[src/common/conv_pkg.sv]
package conv_pkg;

    ////////////////////////////////////////
    // Kernel geometry
    ////////////////////////////////////////

    // Square 3x3 window
    localparam int KERNEL_SIDE = 3;

    localparam int KERNEL_TAPS = KERNEL_SIDE * KERNEL_SIDE;

    // One weight read and one feature read per tap
    localparam int LOAD_STEPS = 2 * KERNEL_TAPS;

    ////////////////////////////////////////
    // Datapath types
    ////////////////////////////////////////

    // Load step counter value
    typedef logic [7:0] step_t;

    // Weight or feature byte, two's complement
    typedef logic signed [7:0] pixel_t;

    // Nine products of at most 2^14 each stay inside 20 bits
    typedef logic signed [19:0] acc_t;

endpackage

[src/common/mem_pkg.sv]
package mem_pkg;

    // Kernel weights at the bottom, feature map above them
    localparam int MEM_DEPTH = 64;

    typedef logic [$clog2(MEM_DEPTH)-1:0] addr_t;

    typedef logic [7:0] data_t;

    // Weight k sits at WEIGHT_BASE + k
    localparam addr_t WEIGHT_BASE = '0;

endpackage

[src/common/pe_if.sv]
// Loader to processing element
interface pe_if;

    conv_pkg::pixel_t weight;
    conv_pkg::pixel_t feature;
    logic             acc_en;
    logic             clear;

    modport source (
        output weight,
        output feature,
        output acc_en,
        output clear
    );

    modport sink (
        input weight,
        input feature,
        input acc_en,
        input clear
    );

endinterface

[src/hw/conv_top.sv]
module conv_top #(
    parameter int MAP_WIDTH = 4
) (
    input  logic           clk,
    input  logic           reset,
    input  logic           en,
    input  mem_pkg::addr_t feature_base,
    input  logic           wr_en,
    input  mem_pkg::addr_t wr_addr,
    input  mem_pkg::data_t wr_data,
    output logic           done,
    output conv_pkg::acc_t result,
    output logic           result_valid
);

    mem_pkg::addr_t rd_addr;
    mem_pkg::data_t rd_data;

    pe_if pe_bus ();

    ////////////////////////////////////////
    // Weight and feature memory
    ////////////////////////////////////////

    feature_ram i_ram (
        .clk     (clk),
        .wr_en   (wr_en),
        .wr_addr (wr_addr),
        .wr_data (wr_data),
        .rd_addr (rd_addr),
        .rd_data (rd_data)
    );

    ////////////////////////////////////////
    // Loader and processing element
    ////////////////////////////////////////

    serial_data_loader #(
        .MAP_WIDTH (MAP_WIDTH)
    ) i_loader (
        .clk          (clk),
        .reset        (reset),
        .en           (en),
        .feature_base (feature_base),
        .rd_addr      (rd_addr),
        .rd_data      (rd_data),
        .done         (done),
        .pe           (pe_bus.source)
    );

    mac_pe i_pe (
        .clk          (clk),
        .pe           (pe_bus.sink),
        .result       (result),
        .result_valid (result_valid)
    );

endmodule

[src/hw/feature_ram.sv]
module feature_ram (
    input  logic           clk,
    input  logic           wr_en,
    input  mem_pkg::addr_t wr_addr,
    input  mem_pkg::data_t wr_data,
    input  mem_pkg::addr_t rd_addr,
    output mem_pkg::data_t rd_data
);

    mem_pkg::data_t mem [mem_pkg::MEM_DEPTH];

    ////////////////////////////////////////
    // Host write port
    ////////////////////////////////////////

    always_ff @(posedge clk) begin
        if (wr_en) begin
            mem[wr_addr] <= wr_data;
        end
    end

    ////////////////////////////////////////
    // Loader read port
    ////////////////////////////////////////

    // Registered read returns the old word when the same address is written
    always_ff @(posedge clk) begin
        rd_data <= mem[rd_addr];
    end

endmodule

[src/hw/loader/serial_data_loader.sv]
module serial_data_loader #(
    parameter int MAP_WIDTH = 4
) (
    input  logic           clk,
    input  logic           reset,
    input  logic           en,
    input  mem_pkg::addr_t feature_base,
    output mem_pkg::addr_t rd_addr,
    input  mem_pkg::data_t rd_data,
    output logic           done,
    pe_if.source           pe
);

    // Clear lands one idle cycle after the last accumulate
    localparam int CLEAR_DELAY = 3;

    conv_pkg::step_t        count;
    conv_pkg::step_t        tap;
    conv_pkg::step_t        tap_row;
    conv_pkg::step_t        tap_col;
    mem_pkg::addr_t         weight_addr;
    mem_pkg::addr_t         feature_addr;
    logic                   rd_valid_q;
    logic                   rd_odd_q;
    conv_pkg::pixel_t       weight_q;
    logic [CLEAR_DELAY-1:0] done_pipe;

    window_counter i_counter (
        .clk   (clk),
        .reset (reset),
        .en    (en),
        .count (count),
        .done  (done)
    );

    ////////////////////////////////////////
    // Address generation
    ////////////////////////////////////////

    // Even and odd steps of a pair share the same tap
    assign tap     = count >> 1;
    assign tap_row = tap / conv_pkg::step_t'(conv_pkg::KERNEL_SIDE);
    assign tap_col = tap % conv_pkg::step_t'(conv_pkg::KERNEL_SIDE);

    assign weight_addr = mem_pkg::addr_t'(mem_pkg::WEIGHT_BASE + tap);

    // Window base plus row stride plus column
    assign feature_addr = mem_pkg::addr_t'(int'(feature_base)
                                           + int'(tap_row) * MAP_WIDTH
                                           + int'(tap_col));

    assign rd_addr = count[0] ? feature_addr : weight_addr;

    ////////////////////////////////////////
    // Read steering
    ////////////////////////////////////////

    // Parity follows the one cycle memory latency
    always_ff @(posedge clk) begin
        if (reset) begin
            rd_valid_q <= 1'b0;
            rd_odd_q   <= 1'b0;
            done_pipe  <= '0;
        end else begin
            rd_valid_q <= en;
            rd_odd_q   <= count[0];
            done_pipe  <= {done_pipe[CLEAR_DELAY-2:0], done};
        end
    end

    // Weight for tap k is held while feature k comes back
    always_ff @(posedge clk) begin
        if (rd_valid_q && !rd_odd_q) begin
            weight_q <= conv_pkg::pixel_t'(rd_data);
        end
    end

    assign pe.weight  = weight_q;
    assign pe.feature = conv_pkg::pixel_t'(rd_data);
    assign pe.acc_en  = rd_valid_q && rd_odd_q;

    // Element also clears for as long as reset lasts
    assign pe.clear   = reset || done_pipe[CLEAR_DELAY-1];

endmodule

[src/hw/loader/window_counter.sv]
module window_counter (
    input  logic            clk,
    input  logic            reset,
    input  logic            en,
    output conv_pkg::step_t count,
    output logic            done
);

    logic last_step;

    assign last_step = (count == conv_pkg::step_t'(conv_pkg::LOAD_STEPS - 1));

    // Wraps on its own after the last load step
    always_ff @(posedge clk) begin
        if (reset) begin
            count <= '0;
        end else if (en) begin
            if (last_step) begin
                count <= '0;
            end else begin
                count <= count + 1'b1;
            end
        end
    end

    // Flag only while stepping
    assign done = en && last_step;

endmodule

[src/hw/mac_pe.sv]
module mac_pe (
    input  logic           clk,
    pe_if.sink             pe,
    output conv_pkg::acc_t result,
    output logic           result_valid
);

    logic signed [2*$bits(conv_pkg::pixel_t)-1:0] product;
    conv_pkg::acc_t                               acc;
    logic                                         clear_q;
    logic                                         valid_q;

    // Full width signed product
    assign product = pe.weight * pe.feature;

    ////////////////////////////////////////
    // Accumulate and capture
    ////////////////////////////////////////

    always_ff @(posedge clk) begin
        clear_q <= pe.clear;
        valid_q <= pe.clear && !clear_q;
        if (pe.clear) begin
            // A clear held longer than one cycle comes from reset
            if (clear_q) begin
                result <= '0;
            end else begin
                result <= acc;
            end
            // Next window may start on the same edge
            if (pe.acc_en && !clear_q) begin
                acc <= conv_pkg::acc_t'(product);
            end else begin
                acc <= '0;
            end
        end else if (pe.acc_en) begin
            acc <= acc + conv_pkg::acc_t'(product);
        end
    end

    // Suppressed while reset keeps clear high
    assign result_valid = valid_q && !pe.clear;

endmodule

[config.mk]
export PLATFORM = sky130hd
export DESIGN_NAME = conv_top
export DESIGN_NICKNAME = d
export VERILOG_FILES = /design/src/common/conv_pkg.sv /design/src/common/mem_pkg.sv /design/src/common/pe_if.sv /design/src/hw/conv_top.sv /design/src/hw/feature_ram.sv /design/src/hw/loader/serial_data_loader.sv /design/src/hw/loader/window_counter.sv /design/src/hw/mac_pe.sv
export SDC_FILE = /design/constraint.sdc
export NUM_CORES = 1
export LEC_CHECK = 0
export BUFFER_PORTS_ARGS = -buffer_cell sky130_fd_sc_hd__buf_2
export CORE_MARGIN = 2
export CORE_UTILIZATION = 41
export CTS_CLUSTER_SIZE = 10
export DETAILED_ROUTE_END_ITERATION = 8
export PLACE_DENSITY_LB_ADDON = 0.2
export RECOVER_POWER = 100
export SLEW_MARGIN = 10
export SYNTH_ARGS = -nofsm -noshare
export SYNTH_HDL_FRONTEND = slang
export SYNTH_SLANG_ARGS = --single-unit
[constraint.sdc]
create_clock -name clk -period 7.3 [get_ports clk]
set_input_delay 0.73 -clock clk [delete_from_list [all_inputs] [get_ports clk]]
set_output_delay 0.73 -clock clk [all_outputs]
set_load 0.05 [all_outputs]
Word-level counts from Yosys, hierarchy flattened
Memories as Yosys holds them, arrays and structs flattened. A register that Yosys moved wholly into a read port is not among the register bits.
Index checks and enable logic that the tools add are counted.

word-level totals
  bits in writable memories = 512
  logic and storage cells = 36
  output and inout bits = 22
  bits of input ports = 24
  register bits after elaboration = 63
  memories kept = 1

memories
  memory     depth  width  rd ports  clocked after Yosys merged registers in  wr ports  RTL line           RTL
  i_ram.mem  64     8      1         1                                        1         feature_ram.sv:10  mem_pkg::data_t mem [mem_pkg::MEM_DEPTH];

cells by class
  reductions and logical operators = 11
  div/mod/pow operators = 2
  add/subtract/negate cells = 4
  muxes and demuxes = 7
  eq/ne operators = 1
  $mul = 1

operators with widths
  cell                   count
  $mux W20               3
  $add A20 B16 Y20       1
  $mul A8 B8 Y16         1
  $add A6 B6 Y6          2
  $add A8 B1 Y8 const B  1
  $div A7 B2 Y8 const B  1
  $eq A8 B5 Y1 const B   1
  $mod A7 B2 Y8 const B  1
  $mux W8                1
  $logic_and A1 B1 Y1    6
  $mux W6                1
  $logic_not A1 Y1       3
  $mux W1                2
  $reduce_bool A2 Y1     1
  $logic_or A1 B1 Y1     1

Depth between registers and ports, before layout
Gate-level depths: netlist of the first run.

  depth in word-level cells = 4
  depth in mapped cells = 28
  gate-level depth less buffers = 25

Hierarchy
Synthesis of the first run repeated with hierarchy kept, for this count alone.

second synthesis, totals
  cells, all modules = 1638
  area, all modules = 26978.4 um2

by module, submodules not included
  module              area each (um2)  seq. area each (um2)  cells each  times used
  feature_ram         20166.8          15534.9               940         1
  mac_pe              5019.8           1241.2                502         1
  serial_data_loader  1397.6           340.3                 153         1
  window_counter      394.1            160.2                 43          1

Least setup slack after synthesis of the first run
OpenSTA, ideal clock, no wires.

  path kind = register to register
  from = register i_loader.i_counter.count[7]
  to = register i_ram.rd_data[0] (read register of i_ram.mem)
  data required time = 7.228 ns
  period minus slack after synthesis = 5.750 ns
  stages on the path, launching flop included = 26
  path slack = 1.550 ns
  data arrival time = 5.678 ns
  setup time = 0.072 ns
  buffers on the path = 5
  path through = dfxtp_1 > buf_4 > nor4b_4 > a2111oi_2 > a211oi_1 > ha_1 > clkbuf_1 > nor2_1 > o21ai_0 > a21oi_1 > ha_1 > or3_1 > clkbuf_1 > mux2_1 > ha_1 > ha_1 > inv_1 > fa_1 > xnor2_1 > mux2i_1 > clkbuf_1 > clkbuf_1 > nand3_1 > a311oi_1 > a31oi_1 > mux2i_1

between the ends
  cells in the longest elaborated chain, start to end = 4
  elaborated cells on any way between the ends = 5
  those cells by class = add/sub: 2; div: 2; mux: 1

ends and longest elaborated chain
  what                    RTL line                  RTL
  start, declared         window_counter.sv:5       output conv_pkg::step_t count,
  start signal, assigned  window_counter.sv:21      count <= count + 1'b1;
  $div A7 B2 Y8           serial_data_loader.sv:42  assign tap_row = tap / conv_pkg::step_t'(conv_pkg::KERNEL_SIDE);
  $add A6 B6 Y6           serial_data_loader.sv:49  + int'(tap_row) * MAP_WIDTH
  $add A6 B6 Y6 (*)       serial_data_loader.sv:50  + int'(tap_col));
  $mux W6 (*)             serial_data_loader.sv:52  assign rd_addr = count[0] ? feature_addr : weight_addr;
  end, declared           feature_ram.sv:7          output mem_pkg::data_t rd_data

Every way passes the cells marked *; elsewhere a longest branch is shown, timed or not.
A chain may end at the register's enable or synchronous reset.

Worst setup path after layout of the first run
  from = register i_loader.i_counter.count[3]
  to = register i_ram.rd_data[6] (read register of i_ram.mem)

between the ends
  cells in the longest elaborated chain, start to end = 4
  elaborated cells on any way between the ends = 5
  those cells by class = add/sub: 2; div: 2; mux: 1

ends and longest elaborated chain
  what           RTL line
  $div A7 B2 Y8  serial_data_loader.sv:42
  $add A6 B6 Y6  serial_data_loader.sv:49
  $add A6 B6 Y6  serial_data_loader.sv:50
  $mux W6 (*)    serial_data_loader.sv:52

Marks and branches as above.

==> metrics.txt, run 1 <==
period utilisation layout=0.944; Max Used Layer=met4; min cycle time layout=6.89 ns; Slew headroom=-1.32; DP Cell Count=2808; Clock Skew=0.0448 ns; top-area cell type share of the netlist area=0.624; Final Hold Fails=0; worst-path cell chain=xor2_1 -> a2111oi_2 -> a211oi_2 -> ha_1 -> nor2_1 -> o21ai_0 -> a21oi_1 -> ha_1 -> or3_1 -> mux2_1 -> ha_1 -> ha_1 -> inv_1 -> fa_1 -> nand2_1 -> nand2_4 -> buf_4 -> a211oi_1 -> a311oi_1 -> a311oi_1 -> a311oi_1 -> buf_4 -> a31oi_1 -> mux2i_1; DPL Wire Length=40600 µm; pin count of the biggest net entering global routing=65; Die Ht=260 µm; EDFF count, synth=560; most common cell in the netlist=edfxtp_1; min-delay worst type=in2reg; Port Buffer Count=45; crit path DAT=7.34 ns; Mapped Avg Cell Area=13.6 µm²; library cells used by synthesis=72; Layout area overhead=12.2%; Synth area leaders=edfxtp_1 62%, mux4_2 5.4%, nand2_1 4.8%; first-pass GRT wire length=101000 µm; Synth Cell Area=26900 µm²; CTS Sinks=583; DP Worst Slack=0.0786 ns; final WL=65700 µm; Initial Util=0.416; Worst path top cell family by delay=compound AO/OA/AOI/OAI gates; grt ovf=0; Clock Tree Buf Depth=3; #FFs+latches synth=583; Seq/Total Area, Yosys=0.642; CTS Hold Bufs=0; later-pin clock latency in the skew report=0.62 ns; CORE AREA=64700 µm²; drt drc=0; worst-path fanout max=23; first-pass detailed-route iteration total=5; design area=30200 µm²; global placer's final weighted congestion=0.849; async set or reset register ratio after synthesis=0; CTS H-Tree Depth=3; antenna cells=0; slowest stage cell, crit path=dfxtp_1; Cells after Synth=1974; max incr delay on CP=0.63 ns; io pins=46; Required @ worst endpoint=7.75 ns; status=complete, but fails checks; via count=16300; final hold slack=0.374 ns; CTS Buf Count=69; post_cts resized=0; Setup Crit Path Kind=reg2reg; CP endpoint kind=flop; synth warn=0; CTS tree=built; Rows=93; PnR worst setup slack=0.409 ns; antenna violations before repair=0; clk slew on worst S/H paths=0.06 ns; final setup vio count=0; vias per cell=5.58; NumNets Final=2166; die area=67800 µm²; vias in the first global route=16400; Max-Cap Viols=9; Die Wd=260 µm; Fill cells=5757; Post-DRT Antenna Nets=0; routed wl met2=30700 µm; setup fix buffers added after clock tree synthesis=0; Yosys top cell by area=edfxtp_1; Worst Tran Pin Value=3.47 ns; fmax=145 MHz; nets in the synthesized netlist=2116; cell mode on critical path=ha_1; worst path bufs/invs=3; crit path launch type=flop; ys flop type=edfxtp_1; commonest cells in the netlist=560 x edfxtp_1, 345 x nand2_1, 167 x nand3_1; met1 WL=29700 µm; max-slew violations=556; failing checks=capacitance limit, slew limit; placed inst area=28200 µm²; GRT Total Usage=0.198; share of cells above drive strength 1=0.103; DR WL/cell=22.5 µm; final cell count without fillers=2915; met3 routed WL=3880 µm; drt initial violations=1541; Clock Tree Root=clkbuf_16
## metal layers
metal | up-vias | global-route usage
li1 | 7378 | -
met1 | 8286 | 0.287
met2 | 503 | 0.310
met3 | 100 | 0.0313
met4 | 0 | 0.0589
met5 | - | 0
## logic make-up after synthesis
family | count (synthesis) | synth area share
AO/OA/AOI/OAI | 188 | 0.0516
adder cells (fa/ha/maj) | 118 | 0.0715
XOR/XNOR | 49 | 0.0162
flip-flops | 583 | 0.642
AND/OR/NAND/NOR | 778 | 0.132
buffers and inverters | 176 | 0.0258
multiplexers | 82 | 0.0610
## through the flow
step	utilization	setup TNS [ns]
2_1_floorplan	-	0
3_3_place_gp	0.436	0
3_5_place_dp	0.436	0
4_1_cts	0.468	0
5_1_grt	0.467	-0.00426
6_report	0.467	0
## cell type report
type	count	area, µm²	area share
clock inverter	8	156	0.00518
multi-input combinational	1215	9020	0.299
clock buffer	99	1880	0.0623
inverter	69	259	0.00857
tap	855	1070	0.0354
timing repair buffer	86	546	0.0181
sequential	583	17300	0.572
## path summary, 6_finish.rpt
| path | start | to | slack (ns) | cells past startpoint |
|---|---|---|---|---|
| max reg2reg | i_loader.i_counter.count[3]$_SDFFE_PP0P_ | i_ram.rd_data[6]$_DFF_P_ | 0.41 | 24 |
| max | i_loader.i_counter.count[3]$_SDFFE_PP0P_ | i_ram.rd_data[6]$_DFF_P_ | 0.41 | 24 |
| min reg2reg | i_loader.done_pipe[0]$_SDFF_PP0_ | i_loader.done_pipe[1]$_SDFF_PP0_ | 0.43 | 1 |
| min | reset | i_loader.done_pipe[1]$_SDFF_PP0_ | 0.37 | 2 |
## flip-flops by register name (all words and copies together), names as in the netlist, 3 cells and up
register,count
i_ram.rd_data,8
i_loader.pe.weight,8
i_ram.mem,512
i_pe.result,20
i_loader.done_pipe,3
i_pe.acc,20
i_loader.i_counter.count,8
## cells in the final DEF (no fill, tap or decap), types with 35 or more instances in the layout
master and count:
edfxtp_1 560, nand2_1 344, nand3_1 167, nor2_1 107
clkbuf_16 71, inv_1 68, clkbuf_1 66, mux4_2 64
fa_1 60, ha_1 58, a311oi_1 49, xnor2_1 37
and2_1 37, nor2b_1 35
Power of run 1 is not shown: default switching activity piles up to over one toggle a cycle in this logic, so the estimate is an artifact.
==> inputs of run 2 (changes only) <==
==> constraint.sdc (replaced) <==
create_clock -name clk -period 8.9 [get_ports clk]
set_input_delay 0.89 -clock clk [delete_from_list [all_inputs] [get_ports clk]]
set_output_delay 0.89 -clock clk [all_outputs]
set_load 0.05 [all_outputs]
==> metrics.txt, run 2 (synthesis gave the netlist of run 1 again) <==
Layout area overhead=11.0%; Setup Crit Path Kind=reg2reg; failing checks=capacitance limit, slew limit; clk slew on worst S/H paths=0.06 ns; Clock Tree Buf Depth=3; commonest non-fill, non-tap cell in the layout=edfxtp_1; R2R Path Start=i_loader.i_counter.count[4]$_SDFFE_PP0P_; Clock Skew=0.0346 ns; max-slew violations=556; period utilisation layout=0.899; Initial Util=0.416; Die Wd=260 µm; DR WL/cell=21.9 µm; later-pin clock latency in the skew report=0.60 ns; final core utilization=0.462; CTS Hold Bufs=0; CTS H-Tree Depth=3; CTS Sinks=583; Die Ht=260 µm; Post-DRT Antenna Nets=0; sum of negative setup slack=0 ns; crit path DAT=8.52 ns; antenna violations before repair=0; io pins=46; final setup vio count=0; first-pass GRT wire length=98300 µm; first-pass detailed-route iteration total=5; r2r setup slk=0.90 ns; R2R depth=23; drt drc=0; CTS tree=built; Worst Hold Launch=i_loader.done_pipe[0]$_SDFF_PP0_; setup fix buffers added after clock tree synthesis=0; drt initial violations=1446; worst-path fanout max=73; Required @ worst endpoint=9.42 ns; commonest non-fill, non-tap cells in the layout=560 x edfxtp_1, 344 x nand2_1, 167 x nand3_1, 107 x nor2_1, 69 x clkbuf_16; crit path launch type=flop; Worst R2R End=i_ram.rd_data[4]$_DFF_P_; pin count of the biggest net entering global routing=75; max FFs per register=512; RSZ-0062 raised after global routing=false; Rows=93; Max-Cap Viols=9; vias in the first global route=16200; grt ovf=0; hold endpoint=i_loader.done_pipe[1]$_SDFF_PP0_; Worst Tran Pin Value=3.32 ns; Most flops, register=i_ram.mem; min cycle time layout=8.00 ns; antenna cells=0; NumNets Final=2148; CP endpoint kind=flop; WHS Path Cells=1; status=complete, but fails checks; GRT Total Usage=0.191; Clock Tree Root=clkbuf_16; Slew headroom=-1.22; final WL=63400 µm; via count=15900; Port Buffer Count=45; fmax=125 MHz; min-delay worst type=reg2reg; Fill cells=5794; Top Registers=i_ram.mem (512), i_pe.acc (20), i_pe.result (20); post_cts resized=0; CORE AREA=64700 µm²; DPL Wire Length=38900 µm; Final Hold Fails=0; vias per cell=5.51; global placer's final weighted congestion=0.845; share of cells above drive strength 1=0.0928; die area=67800 µm²; CTS Buf Count=69
## run 2: layout make-up
type	count	area, µm²	share of cell area
sequential	583	17300	0.578
timing repair buffer	68	358	0.0120
clock inverter	9	108	0.00360
tap	855	1070	0.0358
clock buffer	92	1820	0.0610
inverter	69	259	0.00866
multi-input combinational	1215	9010	0.301
## run 2: how the worst max path moves through the flow
stage          depth (start not counted)                                startpoint                       end  slack (ns)
6_report                              23  i_loader.i_counter.count[4]$_SDFFE_PP0P_  i_ram.rd_data[4]$_DFF_P_        0.90
5_1_grt                               23  i_loader.i_counter.count[4]$_SDFFE_PP0P_  i_ram.rd_data[4]$_DFF_P_        0.16
4_1_cts                               23  i_loader.i_counter.count[4]$_SDFFE_PP0P_  i_ram.rd_data[4]$_DFF_P_        0.97
3_5_place_dp                          23  i_loader.i_counter.count[4]$_SDFFE_PP0P_  i_ram.rd_data[4]$_DFF_P_        1.01
3_3_place_gp                          23  i_loader.i_counter.count[4]$_SDFFE_PP0P_  i_ram.rd_data[4]$_DFF_P_        1.19
2_1_floorplan                         25  i_loader.i_counter.count[7]$_SDFFE_PP0P_  i_ram.rd_data[0]$_DFF_P_        3.15
## run 2: critical path: stages, from the launching register on
cell and delay, ns:
dfxtp_1 0.79, nor3b_1 0.33, nor2_1 0.12, a211oi_1 0.49
ha_1 0.48, nor2_1 0.11, o21ai_0 0.15, a21oi_1 0.15
ha_1 0.27, or3_1 0.49, mux2_1 0.35, ha_1 0.28
ha_1 0.22, inv_1 0.07, fa_1 0.40, nand2_1 0.44
and2_4 0.81, buf_4 0.64, nand2_1 0.12, nand3_1 0.11
a311oi_1 0.15, a311oi_1 0.44, a31oi_1 0.20, mux2i_1 0.23
## run 2: per-stage QoR
stage | setup WS [ns] | hold slack [ns] | cells | area, µm²
after global routing | 0.156 | 0.474 | 2891 | 29900
after CTS | 0.973 | 0.462 | 2891 | 30000
after global placement | 1.19 | 0.421 | 2790 | 28100
after detailed placement | 1.01 | 0.431 | 2790 | 28100
final | 0.903 | 0.458 | 2891 | 29900
after floorplan | 3.15 | 0.406 | 1974 | 26900
## run 2: layer usage
metal  vias to the layer above  global-route usage  wire length, µm
met3                        83              0.0307             3830
li1                       7342                   -                -
met2                       424               0.290            28900
met4                         0              0.0605             1390
met1                      8083               0.283            29300
met5                         -                   0                0
Power of run 2 is left out for the same reason.
==> inputs of run 3 (changes only) <==
--- a/config.mk
+++ b/config.mk
@@ -15,4 +15,5 @@
 export SLEW_MARGIN = 10
 export SYNTH_ARGS = -nofsm -noshare
 export SYNTH_HDL_FRONTEND = slang
+export SYNTH_HIERARCHICAL = 1
 export SYNTH_SLANG_ARGS = --single-unit
==> metrics.txt, run 3 <==
setup fix buffers added after clock tree synthesis=0; most common cell in the netlist=edfxtp_1; Initial Util=0.413; first-pass GRT wire length=89500 µm; drt drc=0; Most flops, register=i_ram/mem; #FFs+latches synth=583; CORE AREA=65400 µm²; R2R Path Start=i_loader/i_counter/count[4]$_SDFFE_PP0P_; final core utilization=0.457; library cells used by synthesis=78; GRT Total Usage=0.177; synth warn=6; Clock Tree Buf Depth=3; Synth Cell Area=27000 µm²; Die Ht=261 µm; Die Wd=261 µm; antenna violations before repair=2; Clock Skew=0.0292 ns; post_cts resized=0; vias in the first global route=14700; CTS Buf Count=70; worst-path fanout max=29; io pins=46; via count=14200; Final Hold Fails=0; fmax=129 MHz; commonest cells in the netlist=560 x edfxtp_1, 126 x mux4_2, 110 x inv_1; top-area cell type share of the netlist area=0.623; NumNets Final=1845; crit path launch type=flop; Worst Hold Launch=i_loader/done_pipe[0]$_SDFF_PP0_; Worst Tran Pin Value=3.06 ns; Seq/Total Area, Yosys=0.640; max FFs per register=512; Max-Cap Viols=10; Yosys top cell by area=edfxtp_1; nets in the synthesized netlist=1783; failing checks=capacitance limit, slew limit; Cells after Synth=1638; EDFF count, synth=560; commonest non-fill, non-tap cell in the layout=edfxtp_1; period utilisation layout=0.868; clk slew on worst S/H paths=0.05 ns; vias per cell=5.46; global placer's final weighted congestion=0.813; grt ovf=0; commonest non-fill, non-tap cells in the layout=560 x edfxtp_1, 126 x mux4_2, 110 x inv_1, 101 x nor2_1, 70 x clkbuf_16; antenna cells=0; later-pin clock latency in the skew report=0.63 ns; Post-DRT Antenna Nets=0; Setup Crit Path Kind=reg2reg; Rows=94; min cycle time layout=7.73 ns; RSZ-0062 raised after global routing=false; CTS H-Tree Depth=3; CTS tree=built; async set or reset register ratio after synthesis=0; share of cells above drive strength 1=0.151; Required @ worst endpoint=9.39 ns; drt initial violations=1379; Layout area overhead=10.8%; CP endpoint kind=flop; Slew headroom=-1.04; DR WL/cell=22.5 µm; crit path DAT=8.22 ns; status=complete, but fails checks; ys flop type=edfxtp_1; CTS Hold Bufs=0; final setup vio count=0; Top Registers=i_ram/mem (512), i_pe/acc (20), i_pe/result (20); CTS Sinks=583; CP startpoint=i_loader/i_counter/count[4]$_SDFFE_PP0P_; max-slew violations=578; Mapped Avg Cell Area=16.5 µm²; sum of negative setup slack=0 ns; die area=67900 µm²; final WL=58500 µm; pin count of the biggest net entering global routing=65; Clock Tree Root=clkbuf_16; min-delay worst type=reg2reg; Port Buffer Count=45; Synth area leaders=edfxtp_1 62%, mux4_2 11%, fa_1 4.5%; DPL Wire Length=36900 µm; first-pass detailed-route iteration total=5
## run 3: routing by layer
metal,up-vias,part of all wire,wire length [µm],global-route usage
met2,377,0.47,27500,0.280
met4,2,0.026,1540,0.0600
li1,6385,-,-,-
met1,7319,0.45,26300,0.248
met3,92,0.053,3090,0.0310
met5,-,0.00022,13,0
## run 3: final cells by class
type                       count  area, µm²
clock buffer                  94       1850
tap                          864       1080
inverter                     110        413
clock inverter                11        168
sequential                   583      17300
multi-input combinational    872       8770
fill                        5780      35500
timing repair buffer          63        330
## run 3: worst paths after layout
path,end,slack [ns],cells past startpoint
setup / recovery,i_ram/rd_data[0]$_DFF_P_,1.17,22
hold / removal,i_loader/done_pipe[1]$_SDFF_PP0_,0.45,1
setup reg to reg,i_ram/rd_data[0]$_DFF_P_,1.17,22
hold reg to reg,i_loader/done_pipe[1]$_SDFF_PP0_,0.45,1
## run 3: stage by stage
step           hold WS (ns)  instances  setup WS, ns  cell area (µm²)
2_1_floorplan         0.409       1638          3.08            27000
3_3_place_gp          0.432       2491          1.97            28000
3_5_place_dp          0.437       2491          1.76            28000
4_1_cts               0.454       2596          1.75            30000
5_1_grt               0.478       2597         0.548            29900
6_report              0.452       2597          1.17            29900
## run 3: cells by family (layout without fill, tap and decap cells)
group | Yosys count | count (layout) | share of synthesized area
DFF | 583 | 583 | 0.640
AOI/OAI and AO/OA | 181 | 181 | 0.0485
buffers and inverters | 183 | 278 | 0.0331
xor gates and xnor gates | 49 | 49 | 0.0159
muxes | 169 | 169 | 0.122
and+or+nand+nor | 351 | 351 | 0.0668
adders and majority gates | 122 | 122 | 0.0732
## run 3: worst max-delay path: stages (launching register included)
cell,delay [ns]
dfxtp_1,0.74
xor2_1,0.28
a221oi_2,0.08
o2bb2ai_1,0.59
ha_1,0.40
inv_1,0.09
nand4_1,0.21
a21oi_1,0.14
xnor2_1,0.21
ha_1,0.27
or2_1,0.33
mux2_4,0.33
ha_1,0.27
ha_1,0.21
inv_1,0.07
fa_1,0.42
a21oi_2,1.46
buf_4,0.40
mux4_2,0.31
mux2_2,0.28
o22ai_1,0.23
nand2_1,0.09
o2bb2ai_1,0.14
Power of run 3 is left out for the same reason.
